**src/mem_pkg.sv**
```systemverilog
package mem_pkg;

    typedef logic [63:0] addr_t;
    typedef logic [63:0] data_t;
    typedef logic [7:0]  mask_t;   // one bit per byte lane.
    typedef logic [2:0]  route_t;

    // device windows, inclusive bounds.
    localparam addr_t SERIAL_START = 64'h0000_0000_a000_03f8;
    localparam addr_t SERIAL_END   = 64'h0000_0000_a000_03ff;
    localparam addr_t RTC_START    = 64'h0000_0000_a000_0048;
    localparam addr_t RTC_END      = 64'h0000_0000_a000_004f;

    localparam addr_t RAM_BASE     = 64'h0000_0000_8000_0000;

    localparam route_t ROUTE_UNCACHED = 3'b001;
    localparam route_t ROUTE_CACHED   = 3'b100;

    // byte enables widened to a bit mask.
    function automatic data_t mask_bits(mask_t mask);
        data_t bits;
        for (int i = 0; i < 8; i++) begin
            bits[8*i +: 8] = {8{mask[i]}};
        end
        return bits;
    endfunction

    function automatic data_t merge_bytes(data_t old_word, data_t new_word, mask_t mask);
        data_t bits;
        bits = mask_bits(mask);
        return (old_word & ~bits) | (new_word & bits);
    endfunction

endpackage

```
**src/uncache_mmio.sv**
```systemverilog
`timescale 1ns/1ps

module uncache_mmio import mem_pkg::*; (
    output route_t mmio_sign,

    input  addr_t  core_addr,
    input  data_t  core_data,
    input  mask_t  core_mask,
    input  logic   core_we,
    input  logic   core_re,
    output data_t  in_core_data,
    output logic   in_core_finish,

    output addr_t  arb_addr,
    output data_t  arb_data,
    output mask_t  arb_mask,
    output logic   arb_we,
    output logic   arb_re,
    input  data_t  in_arb_data,
    input  logic   in_arb_finish,

    output addr_t  dcache_addr,
    output data_t  dcache_data,
    output mask_t  dcache_mask,
    output logic   dcache_we,
    output logic   dcache_re,
    input  data_t  in_dcache_data,
    input  logic   in_dcache_finish
);
    logic start;
    logic in_serial;
    logic in_rtc;
    logic uncache;

    assign start     = core_we || core_re;
    assign in_serial = (core_addr >= SERIAL_START) && (core_addr <= SERIAL_END);
    assign in_rtc    = (core_addr >= RTC_START) && (core_addr <= RTC_END);
    assign uncache   = start && (in_serial || in_rtc);
    assign mmio_sign = uncache ? ROUTE_UNCACHED : ROUTE_CACHED;

    // device path, store data masked per byte.
    assign arb_addr = uncache ? core_addr : '0;
    assign arb_data = uncache ? (core_data & mask_bits(core_mask)) : '0;
    assign arb_mask = uncache ? core_mask : '0;
    assign arb_we   = uncache && core_we;
    assign arb_re   = uncache && core_re;

    assign dcache_addr = uncache ? '0 : core_addr;
    assign dcache_data = uncache ? '0 : core_data;
    assign dcache_mask = uncache ? '0 : core_mask;
    assign dcache_we   = !uncache && core_we;
    assign dcache_re   = !uncache && core_re;

    assign in_core_data   = uncache ? in_arb_data : in_dcache_data;
    assign in_core_finish = uncache ? in_arb_finish : in_dcache_finish;

endmodule

```
**config.mk**
```make
export PLATFORM = sky130hd
export DESIGN_NAME = uncache_mmio
export DESIGN_NICKNAME = d
export VERILOG_FILES = /design/src/mem_pkg.sv /design/src/uncache_mmio.sv
export SDC_FILE = /design/constraint.sdc
export NUM_CORES = 1
export LEC_CHECK = 0
export ABC_AREA = 1
export BUFFER_PORTS_ARGS = -buffer_cell sky130_fd_sc_hd__buf_2
export CAP_MARGIN = 40
export CORE_AREA = 5 5 232 234
export DETAILED_ROUTE_END_ITERATION = 8
export DIE_AREA = 0 0 237 239
export GPL_TIMING_DRIVEN = 1
export PLACE_DENSITY = 0.32
export SYNTH_ARGS = -nofsm -noshare
export SYNTH_HDL_FRONTEND = slang
export SYNTH_SLANG_ARGS = --single-unit
```
**constraint.sdc**
```tcl
create_clock -name vclk -period 3
set_clock_uncertainty 0.1 [all_clocks]
set_input_delay 0.15 -clock vclk [all_inputs]
set_output_delay 0.15 -clock vclk [all_outputs]
set_load 0.02 [all_outputs]
```
Yosys cells after proc, flatten, opt, wreduce, memory -nomap -nowiden
Index checks and enable logic that the tools add are counted.

cells by class
  reduce and logical (&&, ||, !) cells = 10
  bitwise gates (word level) = 1
  multiplexer cells = 9
  magnitude comparators = 4

operators by type and width
  cell                  number
  $mux 64               5
  $ge 64x32->1 const B  2
  $le 64x32->1 const B  2
  $and 64x64->64        1
  $mux 8                2
  $logic_and 1x1->1     7
  $mux 3                1
  $logic_or 1x1->1      2
  $logic_not 1->1       1
  $mux 1                1

storage, ports and cells
  word-level logic and storage cells = 24
  bits of input ports = 268
  flip-flop bits (word level) = 0
  output and inout bits = 344

Longest topological paths before layout
  word-level depth = 6
  mapped depth = 12
  mapped depth without buffers = 10

Least setup slack after synthesis
Ideal clock, no wire load.

  path type = input -> output
  start = in core_addr[52]
  end = out arb_data[16]
  stages = 10
  setup slack = 1378 ps
  data required time = 2750 ps
  arrival time = 1372 ps
  buffers on the path = 2
  cell sequence = nor2_1 -> and2_0 -> nand2_1 -> nor2_1 -> nand2_1 -> nor2_2 -> buf_4 -> buf_6 -> nand3_4 -> nor2_1

on the way
  cells in the longest elaborated chain, start to end = 5
  elaborated cells on any way between the ends = 9
  classes of those cells = order compare: 4; mux: 1; reduce/logical: 4

RTL lines
  what                                         RTL line                                source
  from (decl)                                  uncache_mmio.sv:6                       input addr_t core_addr,
  $ge 64x32->1 (tied with other cells)         uncache_mmio.sv:36                      assign in_serial = (core_addr >= SERIAL_START) && (core_addr <= SERIAL_END);
  $logic_and 1x1->1, on equally long branches  uncache_mmio.sv:36, uncache_mmio.sv:37
  $logic_or 1x1->1 (*)                         uncache_mmio.sv:38                      assign uncache = start && (in_serial || in_rtc);
  $logic_and 1x1->1 (*)                        uncache_mmio.sv:38
  $mux 64 (*)                                  uncache_mmio.sv:43                      assign arb_data = uncache ? (core_data & mask_bits(core_mask)) : '0;
  to (decl)                                    uncache_mmio.sv:15                      output data_t arb_data,

Every way passes the cells marked *; elsewhere a longest branch is shown, timed or not.

Worst setup path after layout
  start = in core_addr[30]
  end = out arb_data[58]

The elaborated chain is that of the path after synthesis.

==> results.md <==
- Total grt overflow: 0
- Total number of vias: 5,710
- Site Rows: 84
- Met3 WL: roughly 2.6 mm
- Area Growth Syn to Fin: 106%
- # setup viols final: 0
- Crit-path max FO: 60
- Cell area after layout: ~0.0063 mm²
- Synth cell types: 20
- Syn avg cell area: between 4 and 5 µm²
- Seq/Total Area, Yosys: 0
- Critical path capture point type: primary output
- Worst-margin pin slew: ~0.53 ns
- Drc violations: 0
- Final Max Tran Viols: 0
- Worst EP arrival: ~2.2 ns
- Final ANT Viol Nets: 0
- Post-cts gate resize count: 0
- HPWL Detailed: 20.5 mm
- Placed cell area: between 0.006 and 0.007 mm²
- Maximum vdd drop: roughly 0.000040 V
- Synth area leader: nor2_1
- TNS Setup: 0 ns
- Largest net degree at the start of global routing: 81
- Post-CTS Hold Buffers: 0
- Pleak: about 0.0043 µW
- Worst hold slack: 0.434 ns
- Count leader, synth: nor2_1
- Hold Vio Cnt, Final: 0
- PwrDens: approximately 120 mW/mm²
- Pre-Repair DR Iteration Count: 4
- Unrepaired setup endpoints after global routing: false
- Routed wl met2: approximately 12 mm
- Share of layout cells above drive strength 1: 0.496
- Most common library cells after synthesis: nor2_1, nand2_1, inv_1
- Die ar.: about 0.057 mm²
- All-Layer GR Usage: 0.0690
- Outcome: completed
- Finished Layout Cells: 1,872
- Post-CTS setup buffer count: 0
- GPL Wtd Cong: just under 0.9
- Critical path launch point: core_addr[30]
- Placed Cells: 1,872
- Core ar.: between 0.05 and 0.06 mm²
- Die width: between 200 and 250 µm
- Worst Hold Class: in -> out
- Die Height: 239 µm
- Post-Route WL: about 23 mm
- Setup CP Type: in -> out
- Number of vias per cell: between 3 and 4
- Number of global-route vias before repair: 5,528
- Synthesized cell area: ~0.0031 mm²
- Clock buffers: 0
- Slew margin rel.: 0.644
- Max_cap viols: 0
- WL met1: around 7.7 mm
- Worst Setup Start Kind: primary input
- Required time worst endpoint: about 2.8 ns
- Num sequential: 0
- Synthesis Warnings: 0
- First-pass GRT wire length: 30.9 mm
- Initial core utilization: 0.0593
- Final Cycle Share: 0.799
- CP Capture Point: arb_data[58]
- Ports: between 600 and 700
- F_max: around 420 MHz
- Initial detailed-routing violation count: about 160
- Cells after synthesis: around 700
- Routed len/inst: 12.3 µm
- Top cells by area, synth: nor2_1, nand2_1, inv_1
- Post-synth top area share: 0.237
- IO buf count: 559
- Ant diodes: 0
- Finished Core Util: 0.122
- Highest Signal Layer: met4
- FF+latch area: 0 µm²
- Tmin final: between 2 and 2.5 ns
- Total Nets Final: 1,454
- Initial antenna violation count: 0
==> layout by cell type (no fill, tap or decap) <==
cell,Yosys,final
nand3_4,5,5
o21ai_0,1,1
nor2_2,2,1
nand2_1,161,160
buf_12,0,3
nand3b_1,1,1
buf_4,56,12
clkinv_2,0,1
nor2_1,194,194
nor2_4,0,1
buf_2,21,559
nand3_2,3,3
and2_0,1,1
nand4_1,3,3
nand2_4,0,2
inv_1,117,117
or2_0,1,1
nand3_1,66,66
conb_1,1,53
==> critical path, cell delays in order <==
cell	delay [ns]
buf_2	0.12
nor2_2	0.22
nand3_1	0.11
nor2_1	0.14
nand2_1	0.11
nor2_4	0.15
buf_12	0.28
nand3_2	0.37
nor2_1	0.18
buf_2	0.18
==> cell families after synthesis <==
family | synth area share
buffers and inverters | 0.399
AOI/OAI and AO/OA | 0.00163
and+or+nand+nor | 0.599
other | 0.00122
==> how the worst min path moves through the flow <==
stage	start	to	slack [ns]	cells past startpoint
after global placement	core_addr[11]	dcache_addr[11]	0.44	2
after floorplan	core_addr[29]	dcache_addr[29]	0.32	2
after detailed placement	core_addr[50]	dcache_addr[50]	0.44	2
after global routing	core_addr[56]	dcache_addr[56]	0.45	2
after CTS	core_addr[57]	dcache_addr[57]	0.44	2
final	core_addr[45]	dcache_addr[45]	0.43	2
==> report_power, final <==
part	switching, µW	internal, µW	total, µW
registers	0	0	0
clock network	0	0	0
logic	468	267	735
==> cell type report <==
cell class	instances	area, µm²
fill	6173	45500
inverter	118	444
multi-input combinational	492	2060
tap	688	861
timing repair buffer	574	2950
==> metal layers <==
layer  GRT usage  vias up
li1            -     2840
met1      0.0714     2428
met2       0.139      418
met3      0.0153       24
met4      0.0170        0
met5           0        -
==> stage by stage <==
step / total power (µW) / setup slack, ns
after floorplan: 440 / 1.38
after global placement: 750 / 0.389
after detailed placement: 741 / 0.444
after CTS: 744 / 0.393
after global routing: 800 / 0.298
final: 735 / 0.602
Note: power is estimated with default switching activity, not from simulation.
