$ cat config.mk
export PLATFORM = sky130hd
export DESIGN_NAME = mem_arbiter
export DESIGN_NICKNAME = d
export VERILOG_FILES = /design/src/mem_pkg.sv /design/src/mem_arbiter.sv
export SDC_FILE = /design/constraint.sdc
export NUM_CORES = 1
export LEC_CHECK = 0
export BUFFER_PORTS_ARGS = -buffer_cell sky130_fd_sc_hd__clkbuf_2
export CAP_MARGIN = 10
export CELL_PAD_IN_SITES_DETAIL_PLACEMENT = 1
export CELL_PAD_IN_SITES_GLOBAL_PLACEMENT = 2
export CORE_AREA = 5 5 234 236
export DETAILED_ROUTE_END_ITERATION = 8
export DIE_AREA = 0 0 239 241
export PLACE_DENSITY_LB_ADDON = 0.1
export SYNTH_ARGS = -nofsm -noshare
export SYNTH_HDL_FRONTEND = slang
export SYNTH_SLANG_ARGS = --single-unit
export TNS_END_PERCENT = 100
$ cat constraint.sdc
create_clock -name clk -period 3 [get_ports clk]
set_clock_uncertainty 0.15 [all_clocks]
set_input_delay 0.6 -clock clk [delete_from_list [all_inputs] [get_ports clk]]
set_output_delay 0.6 -clock clk [all_outputs]
set_load 0.005 [all_outputs]
$ cat src/mem_pkg.sv
package mem_pkg;

    typedef logic [63:0] addr_t;
    typedef logic [63:0] data_t;
    typedef logic [7:0]  mask_t;   // one bit per byte lane.
    typedef logic [2:0]  route_t;

    // device windows, inclusive bounds.
    localparam addr_t SERIAL_START = 64'h0000_0000_a000_03f8;
    localparam addr_t SERIAL_END   = 64'h0000_0000_a000_03ff;
    localparam addr_t RTC_START    = 64'h0000_0000_a000_0048;
    localparam addr_t RTC_END      = 64'h0000_0000_a000_004f;

    localparam addr_t RAM_BASE     = 64'h0000_0000_8000_0000;

    localparam route_t ROUTE_UNCACHED = 3'b001;
    localparam route_t ROUTE_CACHED   = 3'b100;

    // byte enables widened to a bit mask.
    function automatic data_t mask_bits(mask_t mask);
        data_t bits;
        for (int i = 0; i < 8; i++) begin
            bits[8*i +: 8] = {8{mask[i]}};
        end
        return bits;
    endfunction

    function automatic data_t merge_bytes(data_t old_word, data_t new_word, mask_t mask);
        data_t bits;
        bits = mask_bits(mask);
        return (old_word & ~bits) | (new_word & bits);
    endfunction

endpackage

$ cat src/mem_arbiter.sv
`timescale 1ns/1ps

module mem_arbiter import mem_pkg::*; (
    input  logic  clk,
    input  logic  reset,

    input  addr_t arb_addr,
    input  data_t arb_data,
    input  mask_t arb_mask,
    input  logic  arb_we,
    input  logic  arb_re,
    output data_t in_arb_data,
    output logic  in_arb_finish,

    input  addr_t mem_addr,
    input  data_t mem_data,
    input  mask_t mem_mask,
    input  logic  mem_we,
    input  logic  mem_re,
    output data_t in_mem_data,
    output logic  in_mem_finish,

    output addr_t bus_addr,
    output data_t bus_data,
    output mask_t bus_mask,
    output logic  bus_we,
    output logic  bus_re,
    input  data_t in_bus_data,
    input  logic  in_bus_finish
);
    typedef enum logic [1:0] {
        ARB_IDLE,
        ARB_UNCACHED,
        ARB_CACHE
    } arb_state_t;

    arb_state_t state_q;
    logic arb_req;
    logic mem_req;
    logic grant_unc;
    logic grant_mem;

    assign arb_req = arb_we || arb_re;
    assign mem_req = mem_we || mem_re;

    always_ff @(posedge clk) begin
        if (reset) begin
            state_q <= ARB_IDLE;
        end else begin
            case (state_q)
                ARB_IDLE: begin
                    if (arb_req)      state_q <= ARB_UNCACHED;   // uncached first.
                    else if (mem_req) state_q <= ARB_CACHE;
                end
                ARB_UNCACHED: if (!arb_req) state_q <= ARB_IDLE;
                ARB_CACHE:    if (!mem_req) state_q <= ARB_IDLE;
                default:      state_q <= ARB_IDLE;
            endcase
        end
    end

    assign grant_unc = (state_q == ARB_UNCACHED);
    assign grant_mem = (state_q == ARB_CACHE);

    assign bus_addr = grant_unc ? arb_addr : (grant_mem ? mem_addr : '0);
    assign bus_data = grant_unc ? arb_data : (grant_mem ? mem_data : '0);
    assign bus_mask = grant_unc ? arb_mask : (grant_mem ? mem_mask : '0);
    assign bus_we   = (grant_unc && arb_we) || (grant_mem && mem_we);
    assign bus_re   = (grant_unc && arb_re) || (grant_mem && mem_re);

    assign in_arb_data   = grant_unc ? in_bus_data : '0;
    assign in_arb_finish = grant_unc && in_bus_finish;
    assign in_mem_data   = grant_mem ? in_bus_data : '0;
    assign in_mem_finish = grant_mem && in_bus_finish;

    // the core keeps one access in flight.
    single_requester: assert property (@(posedge clk) disable iff (reset)
        !(arb_req && mem_req))
        else $error("cache and uncached port request together");

endmodule

[Word-level counts from Yosys, hierarchy flattened]
Index checks and enable logic that the tools add are counted.
Storage, ports and cells
  bits in registers: 2
  input bits: 343
  output and inout port bits: 268
  word-level logic and storage cells: 31
Cells by class
  equal/unequal tests: 5
  multiplexer cells: 13
  reduce and logical (&&, ||, !) cells: 12
Operators with widths (count)
  64-bit two-way mux: 6
  8-bit two-way mux: 2
  2-bit two-way mux: 4
  1-bit logical AND: 6
  2-bit case mux with 3 select lines: 1
  1-bit logical OR: 4
  2-bit != test, second input constant: 2
  3-bit != test, second input constant: 1
  3-bit AND reduction: 1
  2-bit by 1-bit equality test with 1-bit output, second input constant: 1
  2-bit equality test, second input constant: 1
  2-bit zero test: 1

[Longest topological paths before layout]
Gate-level depths: netlist (run 1).
  depth in word-level cells: 4
  gate-level depth with buffers: 5
  depth with buffers taken out: 2

[Worst setup path after synthesis (run 1)]
OpenSTA, ideal clock, no wires.
  kind: register to output
  start: reg state_q[1]
  end: out bus_data[55]
  arrival: 1079 ps
  required time: 2250 ps
  path slack: 1171 ps
  stages on the path, launching flop included: 6
  path buffers: 3
  cells stage by stage: dfxtp_1 -> nor2b_1 -> buf_2 -> buf_6 -> buf_4 -> a22o_1
On the way
  cells in the longest elaborated chain, start to end: 3
  elaborated cells between the ends (all ways): 4
  classes of those cells: eq/ne: 2; mux: 2
RTL lines
  start: declaration: RTL line mem_arbiter.sv:37  | arb_state_t state_q;
  start signal: assignment: RTL line mem_arbiter.sv:48  | state_q <= ARB_IDLE;
  start signal: assignment: RTL line mem_arbiter.sv:52  | if (arb_req) state_q <= ARB_UNCACHED;
  start signal: assignment: RTL line mem_arbiter.sv:53  | else if (mem_req) state_q <= ARB_CACHE;
  2-bit equality test: RTL line mem_arbiter.sv:63  | assign grant_mem = (state_q == ARB_CACHE);
  64-bit two-way mux: RTL line mem_arbiter.sv:66  | assign bus_data = grant_unc ? arb_data : (grant_mem ? mem_data : '0);
  64-bit two-way mux *: RTL line mem_arbiter.sv:66
  end: declaration: RTL line mem_arbiter.sv:24  | output data_t bus_data,
Every way passes the cells marked *; elsewhere a longest branch is shown, timed or not.

[Worst setup path in the final report (run 1)]
  start: reg state_q[1]
  end: out bus_addr[38]
On the way
  cells in the longest elaborated chain, start to end: 3
  elaborated cells between the ends (all ways): 4
  classes of those cells: eq/ne: 2; mux: 2
RTL lines
  2-bit equality test: RTL line mem_arbiter.sv:63
  64-bit two-way mux: RTL line mem_arbiter.sv:65  | assign bus_addr = grant_unc ? arb_addr : (grant_mem ? mem_addr : '0);
  64-bit two-way mux *: RTL line mem_arbiter.sv:65
  end: declaration: RTL line mem_arbiter.sv:23  | output addr_t bus_addr,
Marks and branches as above.

==> results of run 1 <==
-- cell type report --
type                    count  area [um2]
multi-input cells         274        2070
repair buffers            614        3130
diodes                      2        5.00
flip-flops and latches      2        40.0
well taps                 688         861
fillers                  6437       46000
clock buffers               3        75.1
-- power by group --
| part | switching [mW] | internal [mW] | total (mW) |
|---|---|---|---|
| Clock | 0.0292 | 0.169 | 0.199 |
| Sequential | 0.00214 | 0.0285 | 0.0306 |
| Combinational | 0.372 | 0.424 | 0.796 |
-- worst max path at each step --
stage	from	endpoint	slack, ps	depth (start not counted)
3_3_place_gp	state_q[1]	bus_addr[38]	690	4
6_report	state_q[1]	bus_addr[38]	460	4
3_5_place_dp	state_q[1]	bus_addr[38]	690	4
4_1_cts	state_q[1]	bus_addr[38]	440	4
2_1_floorplan	state_q[1]	bus_data[55]	1170	5
5_1_grt	state_q[1]	bus_addr[38]	340	4
-- per-stage QoR --
step | utilization (%) | area, um2 | setup slack [ps] | instances | hold WS, ps
floorplan | - | 2400 | 1170 | 321 | 305
global placement | 11.7 | 6110 | 692 | 1578 | 387
detailed placement | 11.7 | 6110 | 689 | 1578 | 388
CTS | 11.8 | 6180 | 443 | 1581 | 407
global route | 11.8 | 6190 | 338 | 1583 | 438
finish | 11.8 | 6190 | 458 | 1583 | 397
-- layout by cell type, fill, tap and decap left out, drive strengths merged --
cell type	instances
clkbuf	613
a22o	138
and2	130
buf	4
diode	2
nor2b	2
nor2	2
dfxtp	2
nor3	1
o221a	1
-- layer usage --
| layer | up-vias | routed length [um] |
|---|---|---|
| li1 | 2347 | - |
| met4 | 4 | 146 |
| met3 | 10 | 2880 |
| met1 | 2280 | 9390 |
| met2 | 294 | 17500 |
| met5 | - | 27 |
-- cell families (layout without fill, tap and decap cells) --
family / Yosys count / after routing / share of synthesized area, %
compound gates: 139 / 139 / 50.8
buf+inv: 45 / 617 / 12.5
flops: 2 / 2 / 1.67
other cells: 0 / 2 / 0
simple gates: 135 / 135 / 35.0
-- worst max-delay path, cell delays in order (launching register included) --
cell and delay, ps:
dfxtp_1 410, nor2b_4 250, buf_12 390, a22o_1 270, clkbuf_2 130
==> results.toml, run 1 <==
[outcome]
status = "finished clean"

[clock_network]
hold_buffers = 0
post-cts-setup-buffer-count = 0
cts.sinks = 2
ctsResizeCount = 0
htree_levels = 1
cts_tree = "yes"
cts_buffers = 3
clock_tree.root_cell = "clkbuf_16"
clkTransAtPathRegs_ps = 30
clk_path_buf_depth = 2
insertion_delay_ps = 220

[timing]
timing.setup.tns_ps = 0
max_freq_mhz = 393
worstMarginPinSlew_ps = 563
relSlewSlack_pct = 62.5
maxSlewViolCount = 0
period_share_pct = 84.7
setup_viol = 0
hold_violations = 0
rsz0062_at_grt = "no"
fin_crit_ps = 2540

[setup_path]
cp.required_ps = 2250
endpoint_kind = "primary output"
rr_startpoint = "state_q[1]"
start_kind = "flop"
rr_endpoint = "state_q[1]"
path_max_fanout = 104
r2r_slack_ps = 2150
rr_worst_depth = 1
critical_path_class = "reg2out"
arrival_ps = 1790

[cells_and_area]
area_growth_pct = 158
layout-drive-gt1-share_pct = 69.4
largest_register = "state_q"
reg_top3 = "state_q: 2 flops"
largest_reg_flops = 2
final_net_count = 1238

[floorplanning]
start_util_pct = 4.59
io_pins = 611
die_x_um = 239
std_cell_rows = 84
core-area_um2 = 52200
die_area_um2 = 57600
dieHeight_um = 241

[min_path]
hp-class = "reg2reg"
min_to = "state_q[0]"
hp-start = "state_q[1]"
worstHoldPathCells = 1

[route]
drtIter0Drc = 100
detail_route.first_pass.iterations = 4
wirelength_um = 30000
vias_per_cell = 3.12
wire_per_inst_um = 18.9
ant_nets = 0
drc = 0
num_vias = 4935

[global_routing]
grt_max_degree = 105
grt_pass1_wl_um = 39500
busiest_layer = "met2"
grtUsageTotal_pct = 9.15
grt_util_met1_pct = 8.32
overflow = 0
grt_pass1_vias = 5409
use_met2_pct = 20.0
antenna_found_initial = 4
met3_usage_pct = 2.97

[yosys]
yosysSeqAreaShare_pct = 1.67
synth_area_leaders = "a22o_1, and2_1, buf_6"
syn_inst = 321
syn-num-nets = 664
ys_ff_latch = 2
syn-mean-instance-area_um2 = 7.48
netlist_area_um2 = 2400
synthDistinctLibCells = 13
netlist.area_leader.share_pct = 50.4
ys_top_cells_by_count = "a22o_1, and2_1, buf_2"
yosysMostFrequentCell = "a22o_1"
async_flop_share_pct = 0
synth_ff_type = "dfxtp_1"
synth_top_cell_by_area = "a22o_1"
synth_edf_count = 0
synth_warnings = 0

[placed_design]
place_hpwl_um = 26200
port_buffers = 610
place.gp.congestion = 0.766

[power]
power.total_mw = 1.02
p_per_area_nw_per_um2 = 166
p_leak_nw = 3.67
peakVddDrop_uv = 134

[run]
maxCapViolCount = 0
(Power assumes the default switching activity.)
==> run 2, diff against run 1 <==
--- a/config.mk
+++ b/config.mk
@@ -5,13 +5,14 @@
 export SDC_FILE = /design/constraint.sdc
 export NUM_CORES = 1
 export LEC_CHECK = 0
+export ABC_AREA = 1
 export BUFFER_PORTS_ARGS = -buffer_cell sky130_fd_sc_hd__clkbuf_2
 export CAP_MARGIN = 10
 export CELL_PAD_IN_SITES_DETAIL_PLACEMENT = 1
 export CELL_PAD_IN_SITES_GLOBAL_PLACEMENT = 2
-export CORE_AREA = 5 5 234 236
+export CORE_AREA = 5 5 236 238
 export DETAILED_ROUTE_END_ITERATION = 8
-export DIE_AREA = 0 0 239 241
+export DIE_AREA = 0 0 241 243
 export PLACE_DENSITY_LB_ADDON = 0.1
 export SYNTH_ARGS = -nofsm -noshare
 export SYNTH_HDL_FRONTEND = slang
==> constraint.sdc (replaced) <==
create_clock -name clk -period 2.3 [get_ports clk]
set_clock_uncertainty 0.15 [all_clocks]
set_input_delay 0.46 -clock clk [delete_from_list [all_inputs] [get_ports clk]]
set_output_delay 0.46 -clock clk [all_outputs]
set_load 0.005 [all_outputs]
==> run 2 against run 1 <==
  * Wire length increased by 8.9%
  * Synthesized cell count is 110% higher
  * Count of clock-buffer cells in the layout did not move
  * Global-route usage increased by 1.0 points
  * Sequential share of layout area barely moved
  * Combinational power is 38% higher
  * Flip-flop and latch count unchanged
  * Design area increased by 9.4%
  * Via count rose by 23%
  * Sequential power is 32% higher
  * Critical path depth rose by 3
  * Final cell count increased by 24%
  * Critical path type unchanged
  * Critical endpoint is now bus_data[24]
  * Highest routed layer unchanged
==> results.toml, run 2 <==
[yosys]
synth_ff_type = "dfxtp_1"
synth_warnings = 0
ys_ff_latch = 2
synth_edf_count = 0
netlist.area_leader.share_pct = 56.9
syn-mean-instance-area_um2 = 4.10
netlist_area_um2 = 2750
yosysSeqAreaShare_pct = 1.46
syn_inst = 670
ys_top_cells_by_count = "nand2_1, nor2_1, inv_1"
synthDistinctLibCells = 12
synth_top_cell_by_area = "nand2_1"
yosysMostFrequentCell = "nand2_1"
async_flop_share_pct = 0
synth_area_leaders = "nand2_1, nor2_1, inv_1"
syn-num-nets = 1013

[setup_path]
cp.required_ps = 1690
critical_path_class = "reg2out"
path_max_fanout = 20
crit_buf_inv = 4
critPathTopFamily = "buffers and inverters"
crit_path_frequent_cell = "nand2_1"
slowest_stage = "dfxtp_1"
slowest_delay_ps = 390
arrival_ps = 1510
start_kind = "flop"
endpoint_kind = "primary output"
path_cells = "inv_1 > nor2_4 > buf_12 > buf_4 > nand2_1 > nand2_1 > clkbuf_2"

[timing]
fin_crit_ps = 2120
setup_viol = 0
relSlewSlack_pct = 77.3
worstMarginPinSlew_ps = 341
hold_violations = 0
timing.setup.tns_ps = 0
rsz0062_at_grt = "no"
maxSlewViolCount = 0
period_share_pct = 92.1
max_freq_mhz = 472

[route]
wirelength_um = 32600
detail_route.first_pass.iterations = 4
vias_per_cell = 3.10
wire_per_inst_um = 16.6
drc = 0
num_vias = 6092
ant_nets = 0
drtIter0Drc = 96

[clock_network]
clk_path_buf_depth = 2
hold_buffers = 0
clock_tree.root_cell = "clkbuf_16"
cts_tree = "yes"
htree_levels = 1
cts_buffers = 3
clkTransAtPathRegs_ps = 30
cts.sinks = 2
insertion_delay_ps = 220

[power]
p_sw_share_pct = 43.8
power.total_mw = 1.40
seqPwrFrac_pct = 2.9
peakVddDrop_uv = 220
clkPwrFrac_pct = 18.3
power.share.combinational_pct = 78.8
internal_power_mw = 0.784
p_leak_nw = 4.67
switching_power_mw = 0.612
p_per_area_nw_per_um2 = 206

[global_routing]
grt_max_degree = 66
grt_pass1_vias = 6398
antenna_found_initial = 8
grtUsageTotal_pct = 10.2
grt_pass1_wl_um = 44400
overflow = 0

[run]
maxCapViolCount = 0

[floorplanning]
die_x_um = 241
io_pins = 611
die_area_um2 = 58600
dieHeight_um = 243
core-area_um2 = 53400
std_cell_rows = 85
start_util_pct = 5.14

[placed_design]
place_hpwl_um = 29500
port_buffers = 610
placed_area_um2 = 6630
place.gp.congestion = 0.780

[cells_and_area]
largest_reg_flops = 2
postLayoutCellArea_um2 = 6770
area_growth_pct = 146
final_net_count = 1610
reg_top3 = "state_q: 2 flops"
layout-drive-gt1-share_pct = 51.7
layout_common_cells = "clkbuf_2, nand2_1, nor2_1, inv_1, buf_4"
largest_register = "state_q"
final_common_cell = "clkbuf_2"

[min_path]
hp-class = "in2reg"

[outcome]
status = "finished clean"
[run 2: logic make-up (layout without fill, tap and decap cells)]
kind of cell	after synthesis	in the layout	synth area share, %
buffers and inverters	115	710	21.7
DFF	2	2	1.46
other	0	4	0
and+or+nand+nor	553	553	76.8
[run 2: what timing repair did]
item                                   CTS  global route
setup endpoints to repair                0           113
buffers inserted                         0             1
resized for setup                        0             9
endpoints found under the hold margin    0             0
[run 2: through the flow]
step,std cells,util (%),setup WS [ps],hold WS (ps)
floorplan,670,-,669,331
global placement,1956,12.4,277,389
detailed placement,1956,12.4,263,406
CTS,1959,12.5,34.3,298
global route,1965,12.7,28.9,311
finish,1965,12.7,183,292
[run 2: final timing paths]
check | endpoint | start | cells past startpoint | slack [ps]
worst min-delay path | state_q[0] | reset | 2 | 290
worst max register to register | state_q[1] | state_q[0] | 3 | 1480
worst max-delay path | bus_data[24] | state_q[0] | 7 | 180
worst min register to register | state_q[0] | state_q[1] | 1 | 340
[run 2: layout make-up]
cell class	count	area, um2
inverters	71	269
repair buffers	636	3390
clock buffers	3	75.1
diodes	4	10.0
fillers	6903	46600
multi-input cells	553	2110
well taps	696	871
flip-flops and latches	2	41.3
[run 2: routing by layer]
layer | wire length [um] | vias up | GRT usage [%]
li1 | - | 3091 | -
met1 | 10700 | 2730 | 9.50
met2 | 19200 | 257 | 21.9
met3 | 2550 | 10 | 2.87
met4 | 161 | 4 | 1.15
met5 | 28 | - | 0
[run 2: power groups by stage]
| stage | Combinational [mW] | Sequential [mW] | Clock, mW |
|---|---|---|---|
| after floorplan | 0.413 | 0.0398 | 0 |
| after global placement | 1.15 | 0.0403 | 0 |
| after detailed placement | 1.14 | 0.0406 | 0 |
| after CTS | 1.14 | 0.0402 | 0.261 |
| after global routing | 1.24 | 0.0409 | 0.267 |
| final | 1.10 | 0.0403 | 0.256 |
